--- config.mk ---
export PLATFORM = sky130hd
export DESIGN_NAME = apb_fb_port
export DESIGN_NICKNAME = d
export VERILOG_FILES = /design/src/hdl/led_panel_pkg.sv /design/src/hdl/apb_fb_port.sv
export SDC_FILE = /design/constraint.sdc
export NUM_CORES = 1
export LEC_CHECK = 0
export ABC_AREA = 1
export BUFFER_PORTS_ARGS = -buffer_cell sky130_fd_sc_hd__clkbuf_2
export CORE_AREA = 5 5 51 53
export DETAILED_ROUTE_END_ITERATION = 6
export DIE_AREA = 0 0 56 58
export PLACE_DENSITY = 0.82
export SKIP_CTS_REPAIR_TIMING = 1
export SYNTH_ARGS = -nofsm -noshare
export SYNTH_HDL_FRONTEND = slang
export SYNTH_SLANG_ARGS = --single-unit
--- constraint.sdc ---
create_clock -name ClockA -period 1.05 [get_ports ClockA]
set_input_delay 0.21 -clock ClockA [delete_from_list [all_inputs] [get_ports ClockA]]
set_output_delay 0.21 -clock ClockA [all_outputs]
set_load 0.02 [all_outputs]
--- src/hdl/led_panel_pkg.sv ---
// led panel package with panel geometry, framebuffer address layouts and the APB data word
package led_panel_pkg;

    // panel geometry, 32x16 split into two halves at 1/8 scan
    localparam int panel_cols = 32;
    localparam int scan_rows = 8;
    localparam int bit_planes = 8;

    // address field widths
    localparam int col_bits = 5;
    localparam int row_bits = 3;
    localparam int plane_bits = 3;
    localparam int lane_bits = 3;
    // lane index is {half, colour}
    localparam int num_lanes = 8;

    // scan timing, plane p is shown for oe_base << p cycles
    localparam int timer_bits = 10;
    localparam logic [timer_bits-1:0] oe_base = 4;
    // four idle cycles between the last column read data and latch
    localparam logic [timer_bits-1:0] settle_last = 3;

    localparam logic [col_bits-1:0] last_col = col_bits'(panel_cols - 1);
    localparam logic [row_bits-1:0] last_row = row_bits'(scan_rows - 1);
    localparam logic [plane_bits-1:0] last_plane = plane_bits'(bit_planes - 1);

    // colour codes inside a half
    localparam logic [1:0] colour_r = 2'd0;
    localparam logic [1:0] colour_g = 2'd1;
    localparam logic [1:0] colour_b = 2'd2;
    localparam logic [1:0] colour_spare = 2'd3;

    // APB map: paddr[12:11] 00 is the framebuffer, 01 the control register
    localparam int apb_addr_bits = 13;
    localparam int ctrl_reg_sel = 11;

    // scan FSM state codes
    localparam logic [2:0] scan_idle = 3'd0;
    localparam logic [2:0] scan_shift = 3'd1;
    localparam logic [2:0] scan_settle = 3'd2;
    localparam logic [2:0] scan_latch = 3'd3;
    localparam logic [2:0] scan_display = 3'd4;

    // read address shared by all lanes
    typedef struct packed {
        logic [row_bits-1:0] row;
        logic [col_bits-1:0] col;
    } fb_read_addr_t;

    // byte address of one colour of one pixel
    typedef struct packed {
        logic [row_bits-1:0] row;
        logic [col_bits-1:0] col;
        logic half;
        logic [1:0] colour;
    } fb_write_addr_t;

    // lane i sits in byte i
    typedef logic [num_lanes*8-1:0] fb_lane_word_t;

    // pwdata seen either as a pixel byte or as the control word
    typedef union packed {
        struct packed {
            logic [23:0] reserved;
            logic [7:0] value;
        } pixel;
        struct packed {
            logic [30:0] reserved;
            logic enable;
        } ctrl;
    } apb_word_u;

endpackage

--- src/hdl/apb_fb_port.sv ---
// APB slave that turns host writes into framebuffer bytes or the control register
`timescale 1ns/100ps

module apb_fb_port (
    input logic ClockA,
    input logic reset,
    input logic psel,
    input logic penable,
    input logic pwrite,
    input logic [led_panel_pkg::apb_addr_bits-1:0] paddr,
    input logic [31:0] pwdata,
    output logic [31:0] prdata,
    output logic pready,
    output logic pslverr,
    output logic fb_wr_en,
    output led_panel_pkg::fb_write_addr_t fb_wr_addr,
    output logic [7:0] fb_wr_data,
    output logic scan_enable
);

    led_panel_pkg::apb_word_u wr_word;
    led_panel_pkg::apb_word_u rd_word;
    logic access;
    logic ctrl_hit;
    logic fb_hit;
    // top address bit set, nothing mapped there
    logic unmapped;
    logic spare_hit;
    logic enable_q;

    assign wr_word = pwdata;
    assign access = psel && penable;

    // address decode
    assign unmapped = paddr[led_panel_pkg::apb_addr_bits-1];
    assign ctrl_hit = !unmapped && paddr[led_panel_pkg::ctrl_reg_sel];
    assign fb_hit = !unmapped && !paddr[led_panel_pkg::ctrl_reg_sel];
    // framebuffer is byte addressed from paddr bit 0
    assign fb_wr_addr = paddr[$bits(led_panel_pkg::fb_write_addr_t)-1:0];
    assign spare_hit = fb_wr_addr.colour == led_panel_pkg::colour_spare;

    // one strobe per access phase, RAM registers it
    assign fb_wr_en = access && pwrite && fb_hit && !spare_hit;
    assign fb_wr_data = wr_word.pixel.value;

    always_ff @(posedge ClockA) begin
        if (reset) begin
            enable_q <= 1'b0;
        end else if (access && pwrite && ctrl_hit) begin
            enable_q <= wr_word.ctrl.enable;
        end
    end

    assign scan_enable = enable_q;

    // control readback word
    always_comb begin
        rd_word = '0;
        rd_word.ctrl.enable = enable_q;
    end

    assign prdata = (access && !pwrite && ctrl_hit) ? rd_word : 32'd0;

    // no wait states
    assign pready = access;

    // spare colour writes, framebuffer reads and the unmapped range are errors
    assign pslverr = access && (unmapped || (pwrite ? (fb_hit && spare_hit) : fb_hit));

endmodule

==> After elaboration in Yosys (flattened, before gate mapping) <==
Cells that the tools add are included.
{ "op_classes": {"n_eq_ne": 1, "mux": 2, "reduce_logical": 16} }
{ "op_table": {"columns": ["op", "count"], "rows": [
  ["1-bit logical AND", 11],
  ["1-bit zero test", 4],
  ["2-bit == test, second input constant", 1],
  ["1-bit 2-to-1 mux", 2],
  ["1-bit logical OR", 1]
]} }
{ "totals": {"ff_bits": 1, "inputBits": 50, "output_inout_bits": 55, "elab_cells": 20} }

==> Logic depth before layout (Yosys ltp) <==
{ "depth": {"depth_word": 6, "ltp_mapped": 5, "mapped_depth_nobuf": 5} }

==> Least setup slack after synthesis <==
No wires, ideal clock.
{ "synth_timing": {"path_type": "input -> output", "from": "input psel", "to": "output fb_wr_en", "arrival_time_ns": 0.959, "required_time_ns": 0.840, "path_slack_ns": -0.119, "cell_stages": 2, "path_buffers": 0, "cell_sequence": "nand2_2 -> nor4_1"} }
{ "synth_between": {"elab_chain_cells": 4} }
{ "synth_lines": {"columns": ["element", "line_no", "text"], "rows": [
  ["start: declaration", "apb_fb_port.sv:7", "input logic psel,"],
  ["1-bit logical AND", "apb_fb_port.sv:32", "assign access = psel && penable;"],
  ["1-bit logical AND (3 in series)", "apb_fb_port.sv:43", "assign fb_wr_en = access && pwrite && fb_hit && !spare_hit;"],
  ["end: declaration", "apb_fb_port.sv:15", "output logic fb_wr_en,"]
]} }
Every way passes these cells.

==> Worst setup path in the final report <==
{ "layout_timing": {"from": "input paddr[11] (netlist name)", "to": "output pslverr"} }
{ "layout_between": {"elab_chain_cells": 6} }
{ "layout_lines": {"columns": ["element", "line_no", "text"], "rows": [
  ["start: declaration", "apb_fb_port.sv:10", "input logic [led_panel_pkg::apb_addr_bits-1:0] paddr,"],
  ["1-bit zero test (*)", "apb_fb_port.sv:37", "assign fb_hit = !unmapped && !paddr[led_panel_pkg::ctrl_reg_sel];"],
  ["1-bit logical AND (*)", "apb_fb_port.sv:37", null],
  ["1-bit logical AND", "apb_fb_port.sv:68", "assign pslverr = access && (unmapped || (pwrite ? (fb_hit && spare_hit) : fb_hit));"],
  ["1-bit 2-to-1 mux (*)", "apb_fb_port.sv:68", null],
  ["1-bit logical OR (*)", "apb_fb_port.sv:68", null],
  ["1-bit logical AND (*)", "apb_fb_port.sv:68", null],
  ["end: declaration", "apb_fb_port.sv:14", "output logic pslverr,"]
]} }
Every way passes the cells marked *; elsewhere a longest branch is shown, timed or not.

==> impl_metrics.yaml <==
detailed_routing:
  wl_per_cell_um: 8.57
  vias: 300
  drtAntennaViolNets: 0
  routed_via_density: 3.06
  drt_first_pass_iters: 2
  drc: 0
  drt_wl_total_um: 840
  drt_first_iter_violations: 5
floorplanning:
  core_um2: 2110
  rows: 17
  dieHeight_um: 58
  die_x_um: 56
  dieArea_um2: 3250
  initial_utilization_pct: 23.2
  io_pins: 105
critical_path:
  r2r_start: "scan_enable"
  worstPathArrival_ns: 0.79
  cpLargestDelayFamily: "buffers and inverters"
  criticalPathCategory: "in -> out"
  cp.required_ns: 0.84
  worstPathMaxFanout: 2
  worstReg2RegEnd: "scan_enable"
  crit_path_end_kind: "primary output"
  cp_cell_sequence: "clkbuf_2, inv_2, nor2_4, inv_1, o21ai_1, nor2_1, buf_4"
  start_kind: "primary input"
  crit_path_max_incr_delay_ns: 0.15
  reg2regPathDepth: 2
  path_buf_inv: 4
  crit_path_start: "paddr[11]"
  slowest_stage: "buf_4"
  r2r_slack_ns: 0.47
placement:
  dp_hpwl_um: 795
  port_buffers: 17
  dp_slack_ns: 0.00400
  place.gp.congestion: 0.604
  placed_area_um2: 353
synthesis:
  yosys_warnings: 0
  synth_area_per_cell_um2: 6.79
  synth.distinct_cells: 12
  syn-cell-area_um2: 489
  ys_seq_area_share_pct: 4.09
  syn_inst: 72
  ys_seq_elements: 1
hold_path:
  hp-class: "in -> out"
  hold_path_end: "fb_wr_addr[10]"
  holdPathStages: 0
  hp-start: "paddr[10]"
job:
  maxCapViolCount: 0
grt:
  antenna_found_initial: 0
  first_global_vias: 227
  grtUsageTotal_pct: 3.83
  grt_max_degree: 5
  grt-ovfl-total: 0
  grt_pass1_wl_um: 1010
timing:
  setup_slack_ns: 0.0543
  hold_ws_ns: 0.420
  finalHoldViolCount: 0
  finalCritPeriodShare_pct: 94.8
  setup_violations: 0
  fin_worst_skew_ns: 0
  grt_setup_unrepaired: "true"
  fin_crit_ns: 0.996
  max_freq_ghz: 1.00
  drv_slew: 0
power_and_ir_drop:
  power.total_mw: 0.218
  cellLeakagePower_nw: 0.244
  ir_drop_v: 0.000250
  powerDensity_nw_per_um2: 585
final_layout:
  fillers: 263
  multi_input_area_um2: 195
  area_growth_pct: -23.8
  final_nets: 122
  final_area_um2: 373
  largest_reg_flops: 1
  seq_area_um2: 20.0
  antenna_cells: 0
  drive_above_1_share_pct: 32.9
  final_util_pct: 17.7
run_status:
  status: "finished, final reports clean"
cts:
  clock_latency_ns: 0
==> layout make-up <==
cell class	count	share of cell area, %
multi-input cells	45	52.3
well taps	28	9.40
repair buffers	18	26.8
inverters	6	6.04
flip-flops and latches	1	5.37
==> through the flow <==
step                setup TNS, ns  instances
finish                          0         98
global route              -0.0296         98
CTS                      -0.00358         97
detailed placement              0         97
global placement                0         97
floorplan                       0        102
==> synthesized netlist by cell type <==
cell type   n  area (µm²)
a21oi_1     1        5.00
buf_4      50         375
nor2_2      2        12.5
dfxtp_1     1        20.0
inv_1       6        22.5
o21ai_0     1        5.00
nand2_1     3        11.3
conb_1      1        3.75
nand3_1     2        10.0
nor2_1      3        11.3
nor4_1      1        6.26
nand2_2     1        6.26
==> where the power goes <==
part	internal, mW	total, mW	switching, mW	leakage, nW
Combinational	0.0318	0.178	0.146	0.235
Sequential	0.0396	0.0402	0.000554	0.00809
Clock	0	0	0	0
Total	0.0715	0.218	0.146	0.244
==> cells by family after synthesis <==
group                  count (synthesis)  share of synthesized area, %
buffers and inverters                 56                          81.3
and+or+nand+nor                       12                          11.8
AOI/OAI and AO/OA                      2                          2.04
DFF                                    1                          4.09
other                                  1                         0.767
==> worst max-delay path by stage <==
stage	to	slack, ns	depth (start not counted)
global placement	pslverr	0.02	7
floorplan	prdata[0]	0.01	2
CTS	prdata[0]	-0.003	6
global route	pslverr	-0.03	7
detailed placement	pslverr	0.004	7
finish	pslverr	0.05	7
==> layer usage <==
metal	vias up	GRT usage [%]	part of all wire, %
met2	49	4.01	39
li1	130	-	-
met1	119	5.65	35
met4	0	0.678	1.7
met3	2	3.12	24
met5	-	0	0
==> cell usage in the layout, fill, tap and decap left out, types with 2 or more instances in the layout <==
cell type and count:
conb_1 31, clkbuf_2 14, inv_1 5, buf_4 4, nand2_1 3, nor2_1 3
nand3_1 2
Power figures use the tool's default switching activity.
