**src/hdl/led_panel_pkg.sv**
```systemverilog
// led panel package with panel geometry, framebuffer address layouts and the APB data word
package led_panel_pkg;

    // panel geometry, 32x16 split into two halves at 1/8 scan
    localparam int panel_cols = 32;
    localparam int scan_rows = 8;
    localparam int bit_planes = 8;

    // address field widths
    localparam int col_bits = 5;
    localparam int row_bits = 3;
    localparam int plane_bits = 3;
    localparam int lane_bits = 3;
    // lane index is {half, colour}
    localparam int num_lanes = 8;

    // scan timing, plane p is shown for oe_base << p cycles
    localparam int timer_bits = 10;
    localparam logic [timer_bits-1:0] oe_base = 4;
    // four idle cycles between the last column read data and latch
    localparam logic [timer_bits-1:0] settle_last = 3;

    localparam logic [col_bits-1:0] last_col = col_bits'(panel_cols - 1);
    localparam logic [row_bits-1:0] last_row = row_bits'(scan_rows - 1);
    localparam logic [plane_bits-1:0] last_plane = plane_bits'(bit_planes - 1);

    // colour codes inside a half
    localparam logic [1:0] colour_r = 2'd0;
    localparam logic [1:0] colour_g = 2'd1;
    localparam logic [1:0] colour_b = 2'd2;
    localparam logic [1:0] colour_spare = 2'd3;

    // APB map: paddr[12:11] 00 is the framebuffer, 01 the control register
    localparam int apb_addr_bits = 13;
    localparam int ctrl_reg_sel = 11;

    // scan FSM state codes
    localparam logic [2:0] scan_idle = 3'd0;
    localparam logic [2:0] scan_shift = 3'd1;
    localparam logic [2:0] scan_settle = 3'd2;
    localparam logic [2:0] scan_latch = 3'd3;
    localparam logic [2:0] scan_display = 3'd4;

    // read address shared by all lanes
    typedef struct packed {
        logic [row_bits-1:0] row;
        logic [col_bits-1:0] col;
    } fb_read_addr_t;

    // byte address of one colour of one pixel
    typedef struct packed {
        logic [row_bits-1:0] row;
        logic [col_bits-1:0] col;
        logic half;
        logic [1:0] colour;
    } fb_write_addr_t;

    // lane i sits in byte i
    typedef logic [num_lanes*8-1:0] fb_lane_word_t;

    // pwdata seen either as a pixel byte or as the control word
    typedef union packed {
        struct packed {
            logic [23:0] reserved;
            logic [7:0] value;
        } pixel;
        struct packed {
            logic [30:0] reserved;
            logic enable;
        } ctrl;
    } apb_word_u;

endpackage

```
**src/hdl/fb_read_if.sv**
```systemverilog
// framebuffer read port shared by the scan controller, the banked RAM and the pixel shifter
`timescale 1ns/100ps

interface fb_read_if;

    // one read every second cycle, data two cycles after rd_en
    logic rd_en;
    led_panel_pkg::fb_read_addr_t rd_addr;
    // all eight lanes side by side
    led_panel_pkg::fb_lane_word_t rd_data;
    logic rd_valid;

    // scan controller issues the reads
    modport requester (
        output rd_en,
        output rd_addr
    );

    // RAM answers
    modport memory (
        input rd_en,
        input rd_addr,
        output rd_data,
        output rd_valid
    );

    // shifter only looks at returned data
    modport consumer (
        input rd_data,
        input rd_valid
    );

endinterface

```
**src/hdl/pixel_shifter.sv**
```systemverilog
// pixel shifter picking the plane bit of each colour lane and clocking it into the panel
`timescale 1ns/100ps

module pixel_shifter (
    input logic ClockA,
    input logic reset,
    fb_read_if.consumer rd,
    input logic [led_panel_pkg::plane_bits-1:0] plane,
    output logic r0,
    output logic g0,
    output logic b0,
    output logic r1,
    output logic g1,
    output logic b1,
    output logic panel_clk
);

    // data on the pins for one cycle before panel_clk
    logic data_new_q;

    // bit index into the lane word is {half, colour, plane}
    always_ff @(posedge ClockA) begin
        if (reset) begin
            r0 <= 1'b0;
            g0 <= 1'b0;
            b0 <= 1'b0;
            r1 <= 1'b0;
            g1 <= 1'b0;
            b1 <= 1'b0;
        end else if (rd.rd_valid) begin
            // upper half
            r0 <= rd.rd_data[{1'b0, led_panel_pkg::colour_r, plane}];
            g0 <= rd.rd_data[{1'b0, led_panel_pkg::colour_g, plane}];
            b0 <= rd.rd_data[{1'b0, led_panel_pkg::colour_b, plane}];
            // lower half
            r1 <= rd.rd_data[{1'b1, led_panel_pkg::colour_r, plane}];
            g1 <= rd.rd_data[{1'b1, led_panel_pkg::colour_g, plane}];
            b1 <= rd.rd_data[{1'b1, led_panel_pkg::colour_b, plane}];
        end
    end

    // rising panel_clk while the data pins are stable
    always_ff @(posedge ClockA) begin
        if (reset) begin
            data_new_q <= 1'b0;
            panel_clk <= 1'b0;
        end else begin
            data_new_q <= rd.rd_valid;
            panel_clk <= data_new_q;
        end
    end

endmodule

```
**src/flat_wrapper.sv**
```systemverilog
// flat-port wrapper written by rule: the top's interface ports become plain ports
module pixel_shifter_flat 
  (ClockA, reset, plane, r0, g0, b0, r1, g1, b1, panel_clk, rd_rd_data, rd_rd_valid);
  fb_read_if rd_i ();
  input logic ClockA;
  input logic reset;
  input logic [led_panel_pkg::plane_bits-1:0] plane;
  output logic r0;
  output logic g0;
  output logic b0;
  output logic r1;
  output logic g1;
  output logic b1;
  output logic panel_clk;
  input wire logic [$bits(rd_i.rd_data)-1:0] rd_rd_data;
  input wire logic [$bits(rd_i.rd_valid)-1:0] rd_rd_valid;
  assign rd_i.rd_data = rd_rd_data;
  assign rd_i.rd_valid = rd_rd_valid;
  pixel_shifter u_core (.ClockA(ClockA), .reset(reset), .rd(rd_i), .plane(plane), .r0(r0), .g0(g0), .b0(b0), .r1(r1), .g1(g1), .b1(b1), .panel_clk(panel_clk));
endmodule
```
**config.mk**
```make
export PLATFORM = sky130hd
export DESIGN_NAME = pixel_shifter_flat
export DESIGN_NICKNAME = d
export VERILOG_FILES = /design/src/hdl/led_panel_pkg.sv /design/src/hdl/fb_read_if.sv /design/src/hdl/pixel_shifter.sv /design/src/flat_wrapper.sv
export SDC_FILE = /design/constraint.sdc
export NUM_CORES = 1
export LEC_CHECK = 0
export BUFFER_PORTS_ARGS = -buffer_cell sky130_fd_sc_hd__buf_2
export CAP_MARGIN = 10
export CELL_PAD_IN_SITES_DETAIL_PLACEMENT = 1
export CELL_PAD_IN_SITES_GLOBAL_PLACEMENT = 1
export CORE_ASPECT_RATIO = 0.75
export CORE_MARGIN = 2
export CORE_UTILIZATION = 23
export CTS_CLUSTER_SIZE = 40
export DETAILED_ROUTE_END_ITERATION = 8
export GPL_ROUTABILITY_DRIVEN = 0
export PLACE_DENSITY_LB_ADDON = 0.1
export SYNTH_ARGS = -nofsm -noshare
export SYNTH_HDL_FRONTEND = slang
export SYNTH_SLANG_ARGS = --single-unit
```
**constraint.sdc**
```tcl
create_clock -name ClockA -period 2.7 [get_ports ClockA]
set_input_delay 0.135 -clock ClockA [delete_from_list [all_inputs] [get_ports ClockA]]
set_output_delay 0.135 -clock ClockA [all_outputs]
set_load 0.05 [all_outputs]
```
# Word level (Yosys, flattened, before mapping)
# Cells that the tools add are included.
# totals
out_inout_bits	7
wordCells	26
latch_bits	0
n_memories	0
ff_bits	8
mem_bits_rw	0
romBits	0
input_bits	70
# op_classes
bitwise	0
addsub	0
multipliers	0
shifts	0
order_cmp	6
n_mux	12
reduce_logical	0
n_div	0
n_eq_ne	0
# op_table
operator	count
$lt A6 B7 Y1 const B	3
$bmux W1 S3	6
$lt A3 B7 Y1 const B	1
$lt A4 B7 Y1 const B	1
$lt A5 B7 Y1 const B	1
$mux W1	6

# Logic depth before layout (Yosys ltp)
# Gate-level depths: netlist of run 1.
# logic_depth
ltp_word	2
depth_mapped	7
mapped_depth_nobuf	4

# Least setup slack after synthesis of run 1
# No wires, ideal clock.
# synth_timing
path_kind	input -> register
from	input port plane[0] (netlist bit)
to	register u_core.g0
t_required_ns	2.614
n_path_buf	3
arrival_time_ns	1.153
setup_ns	0.086
setup_slack_ns	1.461
stages	6
cell_sequence	buf_6 -> buf_12 -> buf_12 -> mux2i_1 -> a221o_1 -> a211oi_1
# synth_via
elab_chain_len	2
# synth_lines
item	line_no	text
start: declaration	flat_wrapper.sv:7	input logic [led_panel_pkg::plane_bits-1:0] plane;
$bmux W1 S3	pixel_shifter.sv:33	g0 <= rd.rd_data[{1'b0, led_panel_pkg::colour_g, plane}];
$mux W1 (implied by the code)	pixel_shifter.sv:33	
end signal: assignment	pixel_shifter.sv:33	
end: declaration	pixel_shifter.sv:10	output logic g0,
# Every way passes these cells. The select of a mux whose other input is x is not followed.
# A chain may end at the register's enable or synchronous reset.

# Final worst setup path of run 1
# Same ends and word-level chain as after synthesis.

==> results of run 1 <==
[cells by family (layout without fill, tap and decap cells)]
logic type	Yosys count	count (layout)
multiplexers	24	24
flip-flops	8	8
AO/OA/AOI/OAI	18	18
AND/OR/NAND/NOR	12	12
buffers and inverters	4	63
[final timing paths]
path	slack, ns	depth (start not counted)	from	to
worst min register to register	0.43	1	u_core.data_new_q	u_core.panel_clk
worst min-delay path	0.19	2	reset	u_core.g1
worst max register to register	2.05	2	u_core.g0	u_core.g0
worst max-delay path	1.39	5	plane[0]	u_core.g0
[power by group through the flow]
stage	combinational, W	sequential (W)	clock (W)
floorplan	0.0000693	0.000163	0
global placement	0.000146	0.000134	0
detailed placement	0.000148	0.000134	0
CTS	0.000148	0.000132	0.000150
global route	0.000161	0.000133	0.000152
finish	0.000146	0.000132	0.000142
[layer usage]
layer | vias up | wire length [um]
met5 | - | 0
met4 | 0 | 19
met2 | 35 | 996
met1 | 318 | 914
li1 | 379 | -
met3 | 2 | 170
[critical path, cell delays in order]
cell and delay, ns:
buf_2 0.47, mux2_2 0.40, o22ai_1 0.20, a221o_1 0.14, a211oi_1 0.06
[layout make-up]
type / instances / area [um^2] / area share [%]
Sequential cell: 8 / 160.2 / 16.02
Clock buffer: 3 / 41.29 / 4.130
Tap cell: 36 / 45.04 / 4.506
Timing Repair Buffer: 60 / 300.3 / 30.04
Multi-Input combinational cell: 54 / 452.9 / 45.31
[flip-flops by register name (all words and copies together) (netlist names)]
register and flops:
u_core.b0 1, u_core.panel_clk 1, u_core.g0 1, u_core.b1 1, u_core.data_new_q 1, u_core.r0 1
u_core.r1 1, u_core.g1 1
[cells in the final DEF, fill, tap and decap left out, drive strengths merged]
master,Yosys,layout
a22oi,1,1
o22ai,5,5
clkbuf,1,3
mux2i,12,12
dfxtp,8,8
mux2,12,12
nand2,1,1
nor2b,3,3
o221ai,1,1
a211oi,6,6
buf,3,60
nor2,7,7
nand2b,1,1
a221o,5,5
[through the flow]
step	worst slack, ns	power, W	hold slack (ns)
global route	1.237	0.0004464	0.1967
finish	1.391	0.0004206	0.1865
CTS	1.381	0.0004299	0.1807
floorplan	1.461	0.0002318	0.2066
global placement	1.153	0.0002798	0.4190
detailed placement	1.129	0.0002818	0.4284
==> results.cfg, run 1 <==
[final_layout]
layout.core_utilization_pct = 37.27
post_route_cells_drive_above_1_share_pct = 60.00
stdcell_count = 161
postLayoutCellArea_um2 = 999.7
final_net_count = 197
insertedDiodeCount = 0
syn_to_final_growth_pct = 49.63
num-fill-cells = 348

[power]
seqPwrFrac_pct = 31.3
cellLeakagePower_nw = 0.5062
pwr_density_cell_mw_per_mm2 = 420.8
switchingPower_w = 0.0001263
share_comb_of_total_power_pct = 34.8
power.ir.vdd_worst_mv = 0.1358
power_frac_clock_pct = 33.9
sw_frac_of_total_pct = 30.03
p_int_w = 0.0002943

[placed_design]
dpl.hpwl_um = 1692
dpl.cell_count = 158
count_of_buffers_inserted_at_the_top_level_ports = 60
placement.cell_area_um2 = 958.4

[setup_path]
path_max_fanout = 24
worst-setup-path-type = in2reg
worstSetupStartpointType = primary input
required_ns = 2.80
critPathCaptureType = flop
worst_ep_arrival_time_ns = 1.41

[global_route]
globalRouteMet2Util_pct = 22.67
global_route_track_usage_on_met1_pct = 15.29
grt_first_pass_wirelength_um = 3374
grt-ovfl-total = 0
largest_net_degree_at_the_start_of_global_routing = 25
gr-usage-met3_pct = 4.709
grt_util_all_layers_pct = 13.49
grt_antenna_before_repair = 0
grt-busiest-layer = met2
first_global_vias = 782

[synth]
yosysUniqueCellTypes = 15
synth-adder-area-share_pct = 0
synth_enable_flop_cells = 0
synth_seq_cells = 8
mappedNetlistNets = 136
synth_largest_area_cell = dfxtp_1
synth.mux.area_fraction_pct = 38.20
synth_xor_xnor_area_share_pct = 0
fraction_of_registers_with_async_set_or_reset_after_synthesis_pct = 0
postSynthCellCount = 66
combined_area_of_all_synthesized_cells_um2 = 668.1
yosysSeqAreaShare_pct = 23.97
synth-simple-area-share_pct = 8.240
netlist_top_cells_area = dfxtp_1 24%, mux2_2 20%, mux2i_1 18%
synthesis.area_per_instance_um2 = 10.12
synth_top_area_share_pct = 23.97
commonest_register_cell_after_synthesis = dfxtp_1
main_combinational_cell_family_by_area_after_synthesis = multiplexers
ys_warn_count = 0
synth_area_in_compound_gates_pct = 21.35
synth_commonest_cells = 12 x mux2_2, 12 x mux2i_1, 8 x dfxtp_1, 7 x nor2_1, 6 x a211oi_1

[die]
ioPinCount = 77
die_area_mm2 = 0.003356
die_width_um = 66.24
initial_core_util_pct = 24.91
rows = 16
die_y_um = 50.68
coreArea_mm2 = 0.002683

[clock_tree]
clock_sinks = 8
postCtsSetupRepairBufs = 0
tritoncts_clock_tree = built
root_buffer = clkbuf_8
ctsResizeCount = 0
clk_slew_on_worst_s_h_paths_ns = 0.04
clock_latency_ns = 0.23
clock_path_buffers = 2
cts_hold_buffers = 0
cts-buffers-inserted = 3
clock_tree.htree_level_count = 1

[timing]
worst_margin_slew_ns = 0.5865
final_min_period_over_clock_period_pct = 48.48
rsz0062_at_grt = false
max_slew_margin_pct = 60.90
setup_violations = 0
fmax_ghz = 0.7639
finalHoldViolCount = 0
drv_slew = 0
setup-tns-final_ns = 0
clock_skew_ns = 0.00004267
finalWorstPathRequiredPeriod_ns = 1.309

[drt]
initialDrtViolationCount = 31
detail_route.wl_per_cell_um = 13.05
drt_pass1_iterations = 4
postRouteAntennaNets = 0
via_per_inst = 4.559
drcViolationCount = 0
detailroute.via_count = 734
drt-total-wl_um = 2101

[outcome]
outcome = complete, no violations

[min_path]
hold_path_class = in2reg

[flow_run]
maximum_capacitance_violations = 0
(Power assumes the default switching activity.)
==> run 2: changes to the inputs <==
--- a/config.mk
+++ b/config.mk
@@ -11,7 +11,7 @@
 export CELL_PAD_IN_SITES_GLOBAL_PLACEMENT = 1
 export CORE_ASPECT_RATIO = 0.75
 export CORE_MARGIN = 2
-export CORE_UTILIZATION = 23
+export CORE_UTILIZATION = 19
 export CTS_CLUSTER_SIZE = 40
 export DETAILED_ROUTE_END_ITERATION = 8
 export GPL_ROUTABILITY_DRIVEN = 0
==> constraint.sdc (replaced) <==
create_clock -name ClockA -period 1.2 [get_ports ClockA]
set_input_delay 0.06 -clock ClockA [delete_from_list [all_inputs] [get_ports ClockA]]
set_output_delay 0.06 -clock ClockA [all_outputs]
set_load 0.05 [all_outputs]
==> run 2 against run 1 <==
Compared with the run above:
- critical path depth is 1 higher
- setup slack worse by 1.2 ns
- sequential share of layout area is 0.50 points lower
- register-to-register slack worse by 1.5 ns
- global-route usage is 2.4 points lower
- wire length is 1.8% higher
- clock power is 130% higher
- non-clock buffer count is 2 higher
- combinational power is 130% higher
- largest cell class unchanged
- largest power group unchanged
- highest routed layer unchanged
==> results.cfg, run 2 (synthesis results as in run 1) <==
[setup_path]
slowest_delay_ns = 0.28
worst-setup-path-type = in2reg
required_ns = 1.34
path_max_fanout = 8
path_buf_inv = 2
critPathCaptureType = flop
cp_cell_sequence = buf_2 > buf_4 > mux2_2 > o22ai_1 > a221o_1 > a211oi_1
worst_ep_arrival_time_ns = 1.14
worst_setup_path_startpoint = plane[0]
r2r-start = u_core.b1
worstSetupStartpointType = primary input
critical-path-top-delay-family = compound AO/OA/AOI/OAI gates
critPathSlowestCell = a221o_1

[drt]
drt_pass1_iterations = 4
drt-total-wl_um = 2138
via_per_inst = 4.635
detail_route.wl_per_cell_um = 12.80
detailroute.via_count = 774
initialDrtViolationCount = 22
drcViolationCount = 0
postRouteAntennaNets = 0

[die]
die_y_um = 55.36
die_area_mm2 = 0.004012
initial_core_util_pct = 20.05
rows = 18
coreArea_mm2 = 0.003333
die_width_um = 72.48
ioPinCount = 77

[clock_tree]
clk_slew_on_worst_s_h_paths_ns = 0.04
clock_path_buffers = 2
root_buffer = clkbuf_8
ctsResizeCount = 0
cts-buffers-inserted = 3
postCtsSetupRepairBufs = 0
clock_tree.htree_level_count = 1
clock_latency_ns = 0.23
tritoncts_clock_tree = built
cts_hold_buffers = 0
clock_sinks = 8

[timing]
worst_margin_slew_ns = 0.4847
final_min_period_over_clock_period_pct = 83.24
fmax_ghz = 1.001
finalHoldViolCount = 0
drv_slew = 0
setup_ws_ns = 0.2012
rsz0062_at_grt = false
clock_skew_ns = 0.003490
setup_violations = 0
fin_hold_ws_ns = 0.1092
finalWorstPathRequiredPeriod_ns = 0.9988
max_slew_margin_pct = 67.62

[min_path]
hold_start = reset
hold_path_class = in2reg

[power]
pwr_density_cell_mw_per_mm2 = 929.4
power.total_w = 0.0009593
power.ir.vdd_worst_mv = 0.3950
cellLeakagePower_nw = 0.5204

[final_layout]
insertedDiodeCount = 0
post_route_cells_drive_above_1_share_pct = 60.63
stdcell_count = 167
multi_input_gate_area_um2 = 452.9
layout.cells.most_common_list = 60 x buf_2, 12 x mux2i_1, 12 x mux2_2
mostFrequentLayoutCell = buf_2
postLayoutCellArea_mm2 = 0.001032
final_net_count = 199
syn_to_final_growth_pct = 54.49
final-seq-area_um2 = 160.2
num-fill-cells = 413

[placed_design]
placement.cell_area_um2 = 991.0
dpl.cell_count = 164
count_of_buffers_inserted_at_the_top_level_ports = 60
dpl.hpwl_um = 1801
detailedPlace.worstSlack_ns = -0.06029

[flow_run]
maximum_capacitance_violations = 0

[global_route]
grt_util_all_layers_pct = 11.11
first_global_vias = 843
grt_first_pass_wirelength_um = 3491
grt_antenna_before_repair = 0
largest_net_degree_at_the_start_of_global_routing = 17
grt-ovfl-total = 0

[outcome]
outcome = complete, no violations
[run 2: final timing paths]
path	to	slack (ns)	cells past startpoint
min	u_core.b0	0.11	2
min reg2reg	u_core.panel_clk	0.43	1
max	u_core.r1	0.20	6
max reg2reg	u_core.b1	0.55	2
[run 2: power breakdown]
group	leakage [nW]	internal, W	total (W)	switching, W
sequential	0.0665	0.000288	0.000296	0.00000859
combinational	0.432	0.000166	0.000342	0.000176
clock	0.0216	0.000217	0.000321	0.000104
[run 2: layer usage]
layer  vias up  GRT usage [%]  share of wire, %
met5         -              0                 0
met4         0          3.175               1.5
met3         4          3.832               6.5
met2        35          19.00                46
met1       349          13.05                46
li1        386              -                 -
[run 2: area by class of cell]
cell class,count,share of cell area (%)
multi-input cells,54,43.88
clock buffers,3,4.000
flip-flops and latches,8,15.52
well taps,40,4.848
repair buffers,62,31.76
[run 2: metrics by stage]
stage	utilization (%)	TNS, ns
2_1_floorplan	-	0
3_3_place_gp	29.73	-0.1057
3_5_place_dp	29.73	-0.1729
4_1_cts	30.97	0
5_1_grt	30.97	0
6_report	30.97	0
