==> config.mk <==
export PLATFORM = sky130hd
export DESIGN_NAME = scan_ctrl_flat
export DESIGN_NICKNAME = d
export VERILOG_FILES = /design/src/hdl/led_panel_pkg.sv /design/src/hdl/fb_read_if.sv /design/src/hdl/scan_ctrl.sv /design/src/flat_wrapper.sv
export SDC_FILE = /design/constraint.sdc
export NUM_CORES = 1
export LEC_CHECK = 0
export ABC_AREA = 1
export BUFFER_PORTS_ARGS = -buffer_cell sky130_fd_sc_hd__buf_2
export CAP_MARGIN = 10
export CORE_UTILIZATION = 60
export DETAILED_ROUTE_END_ITERATION = 7
export PLACE_DENSITY = 0.91
export SKIP_CTS_REPAIR_TIMING = 1
export SLEW_MARGIN = 20
export SYNTH_ARGS = -nofsm -noshare
export SYNTH_HDL_FRONTEND = slang
export SYNTH_SLANG_ARGS = --single-unit
==> constraint.sdc <==
create_clock -name ClockA -period 4.34 [get_ports ClockA]
set_input_delay 0.217 -clock ClockA [delete_from_list [all_inputs] [get_ports ClockA]]
set_output_delay 0.217 -clock ClockA [all_outputs]
set_load 0.02 [all_outputs]
==> src/hdl/led_panel_pkg.sv <==
// led panel package with panel geometry, framebuffer address layouts and the APB data word
package led_panel_pkg;

    // panel geometry, 32x16 split into two halves at 1/8 scan
    localparam int panel_cols = 32;
    localparam int scan_rows = 8;
    localparam int bit_planes = 8;

    // address field widths
    localparam int col_bits = 5;
    localparam int row_bits = 3;
    localparam int plane_bits = 3;
    localparam int lane_bits = 3;
    // lane index is {half, colour}
    localparam int num_lanes = 8;

    // scan timing, plane p is shown for oe_base << p cycles
    localparam int timer_bits = 10;
    localparam logic [timer_bits-1:0] oe_base = 4;
    // four idle cycles between the last column read data and latch
    localparam logic [timer_bits-1:0] settle_last = 3;

    localparam logic [col_bits-1:0] last_col = col_bits'(panel_cols - 1);
    localparam logic [row_bits-1:0] last_row = row_bits'(scan_rows - 1);
    localparam logic [plane_bits-1:0] last_plane = plane_bits'(bit_planes - 1);

    // colour codes inside a half
    localparam logic [1:0] colour_r = 2'd0;
    localparam logic [1:0] colour_g = 2'd1;
    localparam logic [1:0] colour_b = 2'd2;
    localparam logic [1:0] colour_spare = 2'd3;

    // APB map: paddr[12:11] 00 is the framebuffer, 01 the control register
    localparam int apb_addr_bits = 13;
    localparam int ctrl_reg_sel = 11;

    // scan FSM state codes
    localparam logic [2:0] scan_idle = 3'd0;
    localparam logic [2:0] scan_shift = 3'd1;
    localparam logic [2:0] scan_settle = 3'd2;
    localparam logic [2:0] scan_latch = 3'd3;
    localparam logic [2:0] scan_display = 3'd4;

    // read address shared by all lanes
    typedef struct packed {
        logic [row_bits-1:0] row;
        logic [col_bits-1:0] col;
    } fb_read_addr_t;

    // byte address of one colour of one pixel
    typedef struct packed {
        logic [row_bits-1:0] row;
        logic [col_bits-1:0] col;
        logic half;
        logic [1:0] colour;
    } fb_write_addr_t;

    // lane i sits in byte i
    typedef logic [num_lanes*8-1:0] fb_lane_word_t;

    // pwdata seen either as a pixel byte or as the control word
    typedef union packed {
        struct packed {
            logic [23:0] reserved;
            logic [7:0] value;
        } pixel;
        struct packed {
            logic [30:0] reserved;
            logic enable;
        } ctrl;
    } apb_word_u;

endpackage

==> src/hdl/fb_read_if.sv <==
// framebuffer read port shared by the scan controller, the banked RAM and the pixel shifter
`timescale 1ns/100ps

interface fb_read_if;

    // one read every second cycle, data two cycles after rd_en
    logic rd_en;
    led_panel_pkg::fb_read_addr_t rd_addr;
    // all eight lanes side by side
    led_panel_pkg::fb_lane_word_t rd_data;
    logic rd_valid;

    // scan controller issues the reads
    modport requester (
        output rd_en,
        output rd_addr
    );

    // RAM answers
    modport memory (
        input rd_en,
        input rd_addr,
        output rd_data,
        output rd_valid
    );

    // shifter only looks at returned data
    modport consumer (
        input rd_data,
        input rd_valid
    );

endinterface

==> src/hdl/scan_ctrl.sv <==
// scan controller FSM walking rows and bit planes with binary coded modulation
`timescale 1ns/100ps

module scan_ctrl (
    input logic ClockA,
    input logic reset,
    input logic scan_enable,
    fb_read_if.requester rd,
    output logic [led_panel_pkg::plane_bits-1:0] plane,
    output logic [led_panel_pkg::row_bits-1:0] row_sel,
    output logic latch,
    output logic oe_n
);

    logic [2:0] state_q;
    logic [2:0] state_d;
    logic [led_panel_pkg::col_bits-1:0] col_q;
    // reads go out on phase 0 only
    logic phase_q;
    logic [led_panel_pkg::plane_bits-1:0] plane_q;
    logic [led_panel_pkg::row_bits-1:0] row_q;
    // settle and display cycle count
    logic [led_panel_pkg::timer_bits-1:0] timer_q;
    logic [led_panel_pkg::timer_bits-1:0] disp_last;
    logic frame_last;

    // plane p is lit for oe_base << p cycles
    assign disp_last = (led_panel_pkg::oe_base << plane_q) - 1'b1;
    assign frame_last = (plane_q == led_panel_pkg::last_plane) &&
                        (row_q == led_panel_pkg::last_row);

    always_comb begin
        state_d = state_q;
        case (state_q)
            // enable only looked at here, so a started frame always finishes
            led_panel_pkg::scan_idle: begin
                if (scan_enable) begin
                    state_d = led_panel_pkg::scan_shift;
                end
            end
            led_panel_pkg::scan_shift: begin
                if (phase_q && col_q == led_panel_pkg::last_col) begin
                    state_d = led_panel_pkg::scan_settle;
                end
            end
            // let the last column drain through RAM and shifter
            led_panel_pkg::scan_settle: begin
                if (timer_q == led_panel_pkg::settle_last) begin
                    state_d = led_panel_pkg::scan_latch;
                end
            end
            led_panel_pkg::scan_latch: begin
                state_d = led_panel_pkg::scan_display;
            end
            led_panel_pkg::scan_display: begin
                if (timer_q == disp_last) begin
                    state_d = frame_last ? led_panel_pkg::scan_idle : led_panel_pkg::scan_shift;
                end
            end
            default: begin
                state_d = led_panel_pkg::scan_idle;
            end
        endcase
    end

    always_ff @(posedge ClockA) begin
        if (reset) begin
            state_q <= led_panel_pkg::scan_idle;
            col_q <= '0;
            phase_q <= 1'b0;
            plane_q <= '0;
            row_q <= '0;
            timer_q <= '0;
            row_sel <= '0;
            latch <= 1'b0;
            oe_n <= 1'b1;
        end else begin
            state_q <= state_d;
            // panel strobes registered from the next state, aligned with it
            latch <= state_d == led_panel_pkg::scan_latch;
            oe_n <= state_d != led_panel_pkg::scan_display;
            // col wraps back to 0 after the last column
            if (state_q == led_panel_pkg::scan_shift) begin
                phase_q <= !phase_q;
                if (phase_q) begin
                    col_q <= col_q + 1'b1;
                end
            end
            // restart the timer on every state change
            if (state_d != state_q) begin
                timer_q <= '0;
            end else begin
                timer_q <= timer_q + 1'b1;
            end
            // row drivers switch together with latch
            if (state_d == led_panel_pkg::scan_latch) begin
                row_sel <= row_q;
            end
            // next plane, next row after plane 7
            if (state_q == led_panel_pkg::scan_display &&
                state_d != led_panel_pkg::scan_display) begin
                plane_q <= plane_q + 1'b1;
                if (plane_q == led_panel_pkg::last_plane) begin
                    row_q <= row_q + 1'b1;
                end
            end
        end
    end

    assign rd.rd_en = (state_q == led_panel_pkg::scan_shift) && !phase_q;
    assign rd.rd_addr = {row_q, col_q};
    assign plane = plane_q;

endmodule

==> src/flat_wrapper.sv <==
// flat-port wrapper written by rule: the top's interface ports become plain ports
module scan_ctrl_flat 
  (ClockA, reset, scan_enable, plane, row_sel, latch, oe_n, rd_rd_en, rd_rd_addr);
  fb_read_if rd_i ();
  input logic ClockA;
  input logic reset;
  input logic scan_enable;
  output logic [led_panel_pkg::plane_bits-1:0] plane;
  output logic [led_panel_pkg::row_bits-1:0] row_sel;
  output logic latch;
  output logic oe_n;
  output wire logic [$bits(rd_i.rd_en)-1:0] rd_rd_en;
  output wire logic [$bits(rd_i.rd_addr)-1:0] rd_rd_addr;
  assign rd_rd_en = rd_i.rd_en;
  assign rd_rd_addr = rd_i.rd_addr;
  scan_ctrl u_core (.ClockA(ClockA), .reset(reset), .scan_enable(scan_enable), .rd(rd_i), .plane(plane), .row_sel(row_sel), .latch(latch), .oe_n(oe_n));
endmodule
Word level (Yosys, flattened, before mapping)
Index checks and enable logic that the tools add are counted.
Widths: inputs -> output; s select.
- logic and storage cells: 42
- flip-flop bits (word level): 30
- equal/unequal tests: 12
- reductions and logical operators: 9
- shift-type cells: 1
- add/subtract/negate cells: 5
- mux-type cells: 6
- operator list (kind ; number):
    $pmux 3 s5 ; 1
    $mux 3 ; 4
    $add 10x1->10 const B ; 1
    $eq 10x10->1 ; 1
    $eq 10x2->1 const B ; 1
    $shl 3x3->10 const A ; 1
    $sub 10x1->10 const B ; 1
    $eq 3x2->1 const B ; 3
    $eq 3x3->1 const B ; 3
    $add 3x1->3 const B ; 2
    $add 5x1->5 const B ; 1
    $eq 5x5->1 const B ; 1
    $logic_and 1x1->1 ; 4
    $reduce_and 2->1 ; 2
    $eq 3x1->1 const B ; 1
    $logic_not 3->1 ; 1
    $ne 3x3->1 ; 1
    $ne 3x3->1 const B ; 1
    $reduce_or 2->1 ; 1
    $logic_not 1->1 ; 1
    $mux 1 ; 1

Longest topological paths before layout
Gate-level depths: netlist (run 1).
- word-level depth: 8
- depth in mapped cells: 18
- gate-level depth less buffers: 18

Worst setup path after synthesis (run 1)
No wires, ideal clock.
- kind: flip-flop to flip-flop
- start: reg u_core.plane_q (netlist bit u_core.plane[0])
- end: reg u_core.row_q[0] in the netlist's numbering
- path slack: 2.034 ns
- stages on the path, launching flop included: 16
- setup time: 0.113 ns
- data arrival time: 2.193 ns
- required time: 4.227 ns
- period minus slack after synthesis: 2.306 ns
- path through: dfxtp_1 inv_1 ha_1 nand2_4 ha_1 inv_1 nor2_1 nand3_1 o211ai_1 nand2_1 nor2_4 nand4_4 nor2_4 nand2_1 nand2_1 nor2_1
- cells in the longest elaborated chain, start to end: 8
- elaborated cells between the ends (all ways): 11
- classes of those cells: add/sub (1); eq/ne (3); shift (1); mux (3); reduce/logical (3)
- ends and longest elaborated chain (element ; line ; source):
    start: declaration ; scan_ctrl.sv:20 ; logic [led_panel_pkg::plane_bits-1:0] plane_q;
    start signal: assignment ; scan_ctrl.sv:102 ; plane_q <= plane_q + 1'b1;
    $shl 3x3->10 / $eq 3x3->1 (equally long branches) ; scan_ctrl.sv:28, scan_ctrl.sv:29, scan_ctrl.sv:103 ;
    $sub 10x1->10 / $logic_and 1x1->1 (equally long branches) ; scan_ctrl.sv:28, scan_ctrl.sv:29 ;
    $eq 10x10->1 / $mux 1 (equally long branches) ; scan_ctrl.sv:56, scan_ctrl.sv:57 ;
    $mux 3 ; scan_ctrl.sv:56 ; if (timer_q == disp_last) begin
    $pmux 3 s5 ; scan_ctrl.sv:34 ; case (state_q)
    $ne 3x3->1 ; scan_ctrl.sv:101 ; state_d != led_panel_pkg::scan_display) begin
    $logic_and 1x1->1 ; scan_ctrl.sv:100 ; if (state_q == led_panel_pkg::scan_display &&
    $reduce_and 2->1 (no source line) * ; n/a ;
    end signal: assignment ; scan_ctrl.sv:104 ; row_q <= row_q + 1'b1;
    end: declaration ; scan_ctrl.sv:21 ; logic [led_panel_pkg::row_bits-1:0] row_q;
Mark *: on every way between the ends. The rest lies on a longest branch, timed or not.
A chain may end at the register's enable or synchronous reset.

Worst setup path after layout (run 1)
Ends and elaborated chain as after synthesis.

==> impl_metrics.env, run 1 <==
export IMPL_status="complete, no violations"
export IMPL_drc=0
export IMPL_postLayoutCoreUtil_pct=71.05
export IMPL_dp_hpwl_mm=2.747
export IMPL_finalNonFillerCells=310
export IMPL_syn_avg_cell_area_um2=6.887
export IMPL_groute_usage_overall_pct=25.35
export IMPL_p_leak_nw=0.9525
export IMPL_cts_root_buf="clkbuf_4"
export IMPL_crit_type="flop to flop"
export IMPL_drtAntennaViolNets=0
export IMPL_grt_pass1_vias=1489
export IMPL_powerDensity_mw_per_mm2=277.5
export IMPL_drtIter0Drc=75
export IMPL_worstSetupStartpointType="flop"
export IMPL_design_core_area_mm2=0.002758
export IMPL_setup_violations=0
export IMPL_firstDrtPassIters=4
export IMPL_antenna_found_initial=0
export IMPL_fin_crit_sh_pct=57.63
export IMPL_r2r_end="u_core.row_q[0]"
export IMPL_holdPathStages=2
export IMPL_p_seq_share_pct=52.3
export IMPL_yosys_warnings=0
export IMPL_hold_path_class="primary input to flop"
export IMPL_dieArea_mm2=0.003135
export IMPL_io_buffers=19
export IMPL_clk_latency_ns=0.33
export IMPL_start_util_pct=63.43
export IMPL_area_growth_syn_to_layout_pct=12.02
export IMPL_maxCapViolCount=0
export IMPL_place_congestion=0.9481
export IMPL_p_switching_mw=0.1189
export IMPL_wl_mm=3.565
export IMPL_cts_tree="yes"
export IMPL_tightest_slew_ns=0.9913
export IMPL_stdcell_area_mm2=0.001959
export IMPL_wl_per_cell_um=11.50
export IMPL_p_sw_share_pct=21.87
export IMPL_p_int_mw=0.4248
export IMPL_grt_pass1_wl_mm=6.196
export IMPL_worstSetupEndpointType="flop"
export IMPL_ys_types=27
export IMPL_place_area_mm2=0.001878
export IMPL_cts_max_path_buffers=2
export IMPL_seq_area_frac_synth_pct=34.33
export IMPL_syn_instance_count=254
export IMPL_p_clk_share_pct=41.8
export IMPL_ff2ff_path_depth=15
export IMPL_gr_total_overflow=0
export IMPL_mostFrequentLayoutCells="nand2_1 (60), inv_1 (42), nor2_1 (37), dfxtp_1 (30), buf_2 (19)"
export IMPL_numCtsBuffers=5
export IMPL_skew_ns=0.01208
export IMPL_slew_violations=0
export IMPL_fin_nets=294
export IMPL_max_freq_ghz=0.3998
export IMPL_ys_seq_elements=30
export IMPL_clkTransAtPathRegs_ns=0.10
export IMPL_grt_start_max_net_pins=17
export IMPL_die_height_um=56.00
export IMPL_r2r_start="u_core.plane[0]"
export IMPL_rsz0062_at_grt="no"
export IMPL_fin_crit_ns=2.501
export IMPL_crit_fanout=7
export IMPL_r2r_setup_slack_ns=1.84
export IMPL_final_common_cell="nand2_1"
export IMPL_viasPerCell=5.116
export IMPL_power_frac_comb_pct=5.9
export IMPL_insertedDiodeCount=0
export IMPL_hold_viol=0
export IMPL_min_from="reset"
export IMPL_syn_num_nets=269
export IMPL_placed_cells=303
export IMPL_htreeDepth=2
export IMPL_slew_headroom_pct=33.31
export IMPL_clock_sinks=30
export IMPL_placementRows=19
export IMPL_syn_area_mm2=0.001749
export IMPL_drive_gt1_share_pct=14.70
export IMPL_vdd_drop_max_uv=250.6
export IMPL_hold_end="u_core.state_q[1]"
export IMPL_required_ns=4.57
export IMPL_tns_ns=0
export IMPL_die_w_um=56.00
export IMPL_io_pins=20
export IMPL_critPathArrivalTime_ns=2.73
export IMPL_num_vias=1586
## state kept, by name, indices dropped and copies added (netlist names)
name,cells
u_core.timer_q,10
u_core.col_q,5
u_core.plane,3
u_core.row_q,3
u_core.row_sel,3
u_core.state_q,3
u_core.latch,1
u_core.oe_n,1
u_core.phase_q,1
## critical path, stage by stage, from the launching register on
cell      delay [ns]
dfxtp_1         0.38
inv_1           0.10
ha_1            0.27
nand2_4         0.12
ha_1            0.20
inv_1           0.07
nor2_1          0.22
nand3_1         0.13
o211ai_1        0.10
nand2_1         0.11
nor2_4          0.16
nand4_4         0.16
nor2_4          0.20
nand2_1         0.07
nand2_1         0.06
nor2_1          0.05
## power by group through the flow
stage / combinational (mW) / clock (mW) / sequential [mW]
finish: 0.0321 / 0.227 / 0.285
global route: 0.0368 / 0.246 / 0.285
CTS: 0.0322 / 0.232 / 0.284
detailed placement: 0.0318 / 0 / 0.291
global placement: 0.0310 / 0 / 0.291
floorplan: 0.0226 / 0 / 0.292
## layer usage
layer / vias to the layer above / GRT usage (%) / wire (um)
li1: 838 / - / -
met1: 700 / 31.67 / 1617
met2: 42 / 41.33 / 1711
met3: 6 / 6.279 / 173
met4: 0 / 11.15 / 62
met5: - / 0 / 0
## through the flow
| step | setup WS (ns) | hold slack (ns) | total power [mW] |
|---|---|---|---|
| after floorplan | 2.034 | 0.2894 | 0.3142 |
| after global placement | 1.979 | 0.4267 | 0.3215 |
| after detailed placement | 1.893 | 0.4295 | 0.3226 |
| after CTS | 1.861 | 0.07649 | 0.5484 |
| after global routing | 1.578 | 0.07862 | 0.5681 |
| final | 1.839 | 0.08506 | 0.5437 |
## kinds of logic after synthesis
logic type               count (synthesis)  share of synthesized area [%]
XOR/XNOR                                 7                          3.505
buffers and inverters                   44                          9.513
flip-flops                              30                          34.33
AO/OA/AOI/OAI                           26                          7.869
AND/OR/NAND/NOR                        135                          36.19
adder cells (fa/ha/maj)                 12                          8.583
## worst max path at each step
| stage | startpoint | endpoint | slack, ns |
|---|---|---|---|
| 2_1_floorplan | u_core.plane[0] | u_core.row_q[0] | 2.03 |
| 3_3_place_gp | u_core.plane[0] | u_core.row_q[2] | 1.98 |
| 3_5_place_dp | u_core.plane[0] | u_core.row_q[0] | 1.89 |
| 4_1_cts | u_core.plane[0] | u_core.row_q[0] | 1.86 |
| 5_1_grt | u_core.plane[0] | u_core.row_q[2] | 1.58 |
| 6_report | u_core.plane[0] | u_core.row_q[0] | 1.84 |
## Yosys cell counts
cell type	count	area [um2]
ha_1	12	150.1
nand2_4	3	33.78
nand3_2	2	20.02
nand4_4	1	21.27
nor3b_1	1	7.510
buf_2	1	5.000
xnor2_1	2	17.52
nand2_1	60	225.2
nor4_1	1	6.260
nor2_4	3	33.78
a21oi_2	1	8.760
inv_2	1	3.750
nand3_1	16	80.08
inv_1	42	157.7
o21ai_0	12	60.06
xor2_1	5	43.79
o211ai_1	1	7.510
nand2_2	2	12.51
nor3_1	3	15.01
dfxtp_1	30	600.6
nor2_1	37	138.9
a21oi_1	10	50.05
a31oi_1	1	6.260
nand4_1	3	18.77
nand3b_1	1	7.510
nor2_2	2	12.51
o21ai_1	1	5.000
## final cells by class
| class | instances | area, um2 |
|---|---|---|
| multi-input combinational | 180 | 982.2 |
| fill | 256 | 798.3 |
| sequential | 30 | 600.6 |
| inverter | 43 | 161.4 |
| timing repair buffer | 19 | 95.09 |
| clock buffer | 6 | 51.30 |
| tap | 31 | 38.79 |
| clock inverter | 1 | 30.03 |
Note: power is estimated with default switching activity, not from simulation.
==> inputs of run 2 (changes only) <==
CORE_UTILIZATION = 57   (was 60)
PLACE_DENSITY = 0.87   (was 0.91)
clock period = 2.6 ns   (was 4.34 ns; I/O delays follow)
==> impl_metrics.env, run 2 (synthesis gave the netlist of run 1 again) <==
export IMPL_status="complete, no violations"
export IMPL_stdcell_area_mm2=0.001961
export IMPL_clk_latency_ns=0.32
export IMPL_gr_total_overflow=0
export IMPL_placementRows=19
export IMPL_groute_usage_overall_pct=25.24
export IMPL_worstSetupStartpointType="flop"
export IMPL_r2r_setup_slack_ns=0.25
export IMPL_num_vias=1627
export IMPL_drc=0
export IMPL_rsz0062_at_grt="no"
export IMPL_grt_pass1_vias=1522
export IMPL_hold_end="u_core.state_q[0]"
export IMPL_crit_path_top_delay_cell="dfxtp_2"
export IMPL_wl_per_cell_um=11.81
export IMPL_vdd_drop_max_uv=373.7
export IMPL_critPathArrivalTime_ns=2.58
export IMPL_startpoint="u_core.plane[0]"
export IMPL_slowest_delay_ns=0.34
export IMPL_p_seq_share_pct=58.5
export IMPL_p_switching_mw=0.1947
export IMPL_place_congestion=0.9413
export IMPL_dieArea_mm2=0.003294
export IMPL_skew_ns=0.005927
export IMPL_p_int_mw=0.6170
export IMPL_postLayoutCoreUtil_pct=69.31
export IMPL_dp_hpwl_mm=2.805
export IMPL_insertedDiodeCount=0
export IMPL_area_growth_syn_to_layout_pct=12.09
export IMPL_viasPerCell=5.198
export IMPL_largest_register="u_core.timer_q"
export IMPL_cts_root_buf="clkbuf_4"
export IMPL_powerDensity_mw_per_mm2=414.0
export IMPL_slew_headroom_pct=70.34
export IMPL_io_pins=20
export IMPL_setup_violations=0
export IMPL_hold_viol=0
export IMPL_drtAntennaViolNets=0
export IMPL_wl_mm=3.698
export IMPL_fin_crit_ns=2.350
export IMPL_cts_tree="yes"
export IMPL_wl_met3_um=139
export IMPL_required_ns=2.83
export IMPL_firstDrtPassIters=5
export IMPL_max_freq_ghz=0.4255
export IMPL_wirelength_met1_mm=1.698
export IMPL_slew_violations=0
export IMPL_r2r_end="u_core.row_q[1]"
export IMPL_holdPathStages=5
export IMPL_crit_type="flop to flop"
export IMPL_io_buffers=19
export IMPL_crit_fanout=7
export IMPL_p_total_mw=0.8116
export IMPL_htreeDepth=2
export IMPL_reg_largest_list="u_core.timer_q x10, u_core.col_q x5"
export IMPL_drtIter0Drc=62
export IMPL_design_core_area_mm2=0.002829
export IMPL_p_sw_share_pct=23.98
export IMPL_crit_path_frequent_cell="nand2_1"
export IMPL_p_leak_nw=0.9536
export IMPL_wl_met2_mm=1.806
export IMPL_min_from="scan_enable"
export IMPL_tns_ns=0
export IMPL_numCtsBuffers=5
export IMPL_hold_path_class="primary input to flop"
export IMPL_maxCapViolCount=0
export IMPL_p_clk_share_pct=34.7
export IMPL_crit_chain="inv_1 -> ha_1 -> nand2_4 -> ha_1 -> inv_1 -> nand2_1 -> nand2_1 -> nand2_1 -> nand2_1 -> nand2_1 -> nor2_1 -> nand2_1 -> nor2_4 -> nand4_4 -> nor2_4 -> nand2_1 -> nand2_1 -> nor2_1"
export IMPL_die_w_um=57.40
export IMPL_start_util_pct=61.83
export IMPL_fin_nets=296
export IMPL_mostFrequentLayoutCells="nand2_1 (60), inv_1 (42), nor2_1 (36), dfxtp_1 (28), buf_2 (19)"
export IMPL_drive_gt1_share_pct=15.96
export IMPL_fin_crit_sh_pct=90.39
export IMPL_top_layer_used="met4"
export IMPL_final_common_cell="nand2_1"
export IMPL_largest_reg_flops=10
export IMPL_cts_max_path_buffers=2
export IMPL_tightest_slew_ns=0.4444
export IMPL_grt_pass1_wl_mm=6.389
export IMPL_clkTransAtPathRegs_ns=0.09
export IMPL_die_height_um=57.40
export IMPL_clock_sinks=30
export IMPL_power_frac_comb_pct=6.8
export IMPL_ff2ff_path_depth=18
export IMPL_antenna_found_initial=0
export IMPL_place_area_mm2=0.001886
export IMPL_r2r_start="u_core.plane[0]"
export IMPL_grt_start_max_net_pins=17
export IMPL_worstSetupEndpointType="flop"
-- run 2: cell types whose count changed in the layout (fill, tap and decap cells not counted), sizes merged --
cell,previous run,this run
buf,19,20
bufinv,1,0
clkbuf,6,7
clkinv,0,1
dlygate4sd3,0,1
-- run 2: how the worst max path moves through the flow --
stage,depth (start not counted),endpoint
after CTS,15,u_core.row_q[1]
after global placement,15,u_core.row_q[2]
after global routing,15,u_core.row_q[0]
after floorplan,15,u_core.row_q[0]
after detailed placement,15,u_core.row_q[1]
final,18,u_core.row_q[1]
-- run 2: routing by layer --
metal / global-route usage (%) / up-vias
li1: - / 845
met1: 30.83 / 734
met2: 42.69 / 41
met3: 3.628 / 7
met4: 13.59 / 0
met5: 0 / -
-- run 2: stage by stage --
step | instances | hold slack, ns | worst slack, ns
6_report | 313 | 0.2170 | 0.2498
3_5_place_dp | 304 | 0.3430 | 0.1873
2_1_floorplan | 254 | 0.2024 | 0.2939
5_1_grt | 313 | 0.2191 | 0.01632
3_3_place_gp | 304 | 0.3386 | 0.2252
4_1_cts | 312 | -0.01486 | 0.1657
-- run 2: critical path: cells and delay by family (launching register included) --
family | cells | cell delay [ns]
and+or+nand+nor | 14 | 1.20
adders and majority gates | 2 | 0.49
DFF | 1 | 0.34
buffers and inverters | 2 | 0.21
-- run 2: power by group through the flow --
stage,registers [mW],logic (mW),clock network [mW]
3_5_place_dp,0.485,0.0535,0
3_3_place_gp,0.485,0.0519,0
6_report,0.475,0.0550,0.282
4_1_cts,0.475,0.0539,0.291
5_1_grt,0.477,0.0624,0.311
2_1_floorplan,0.487,0.0377,0
-- run 2: final cells by class --
type / instances / area [um2]
Tap cell: 31 / 38.79
Clock buffer: 7 / 55.05
Sequential cell: 30 / 603.1
Inverter: 43 / 161.4
Clock inverter: 1 / 5.005
Multi-Input combinational cell: 180 / 984.7
Timing Repair Buffer: 21 / 112.6
Fill cell: 270 / 868.3
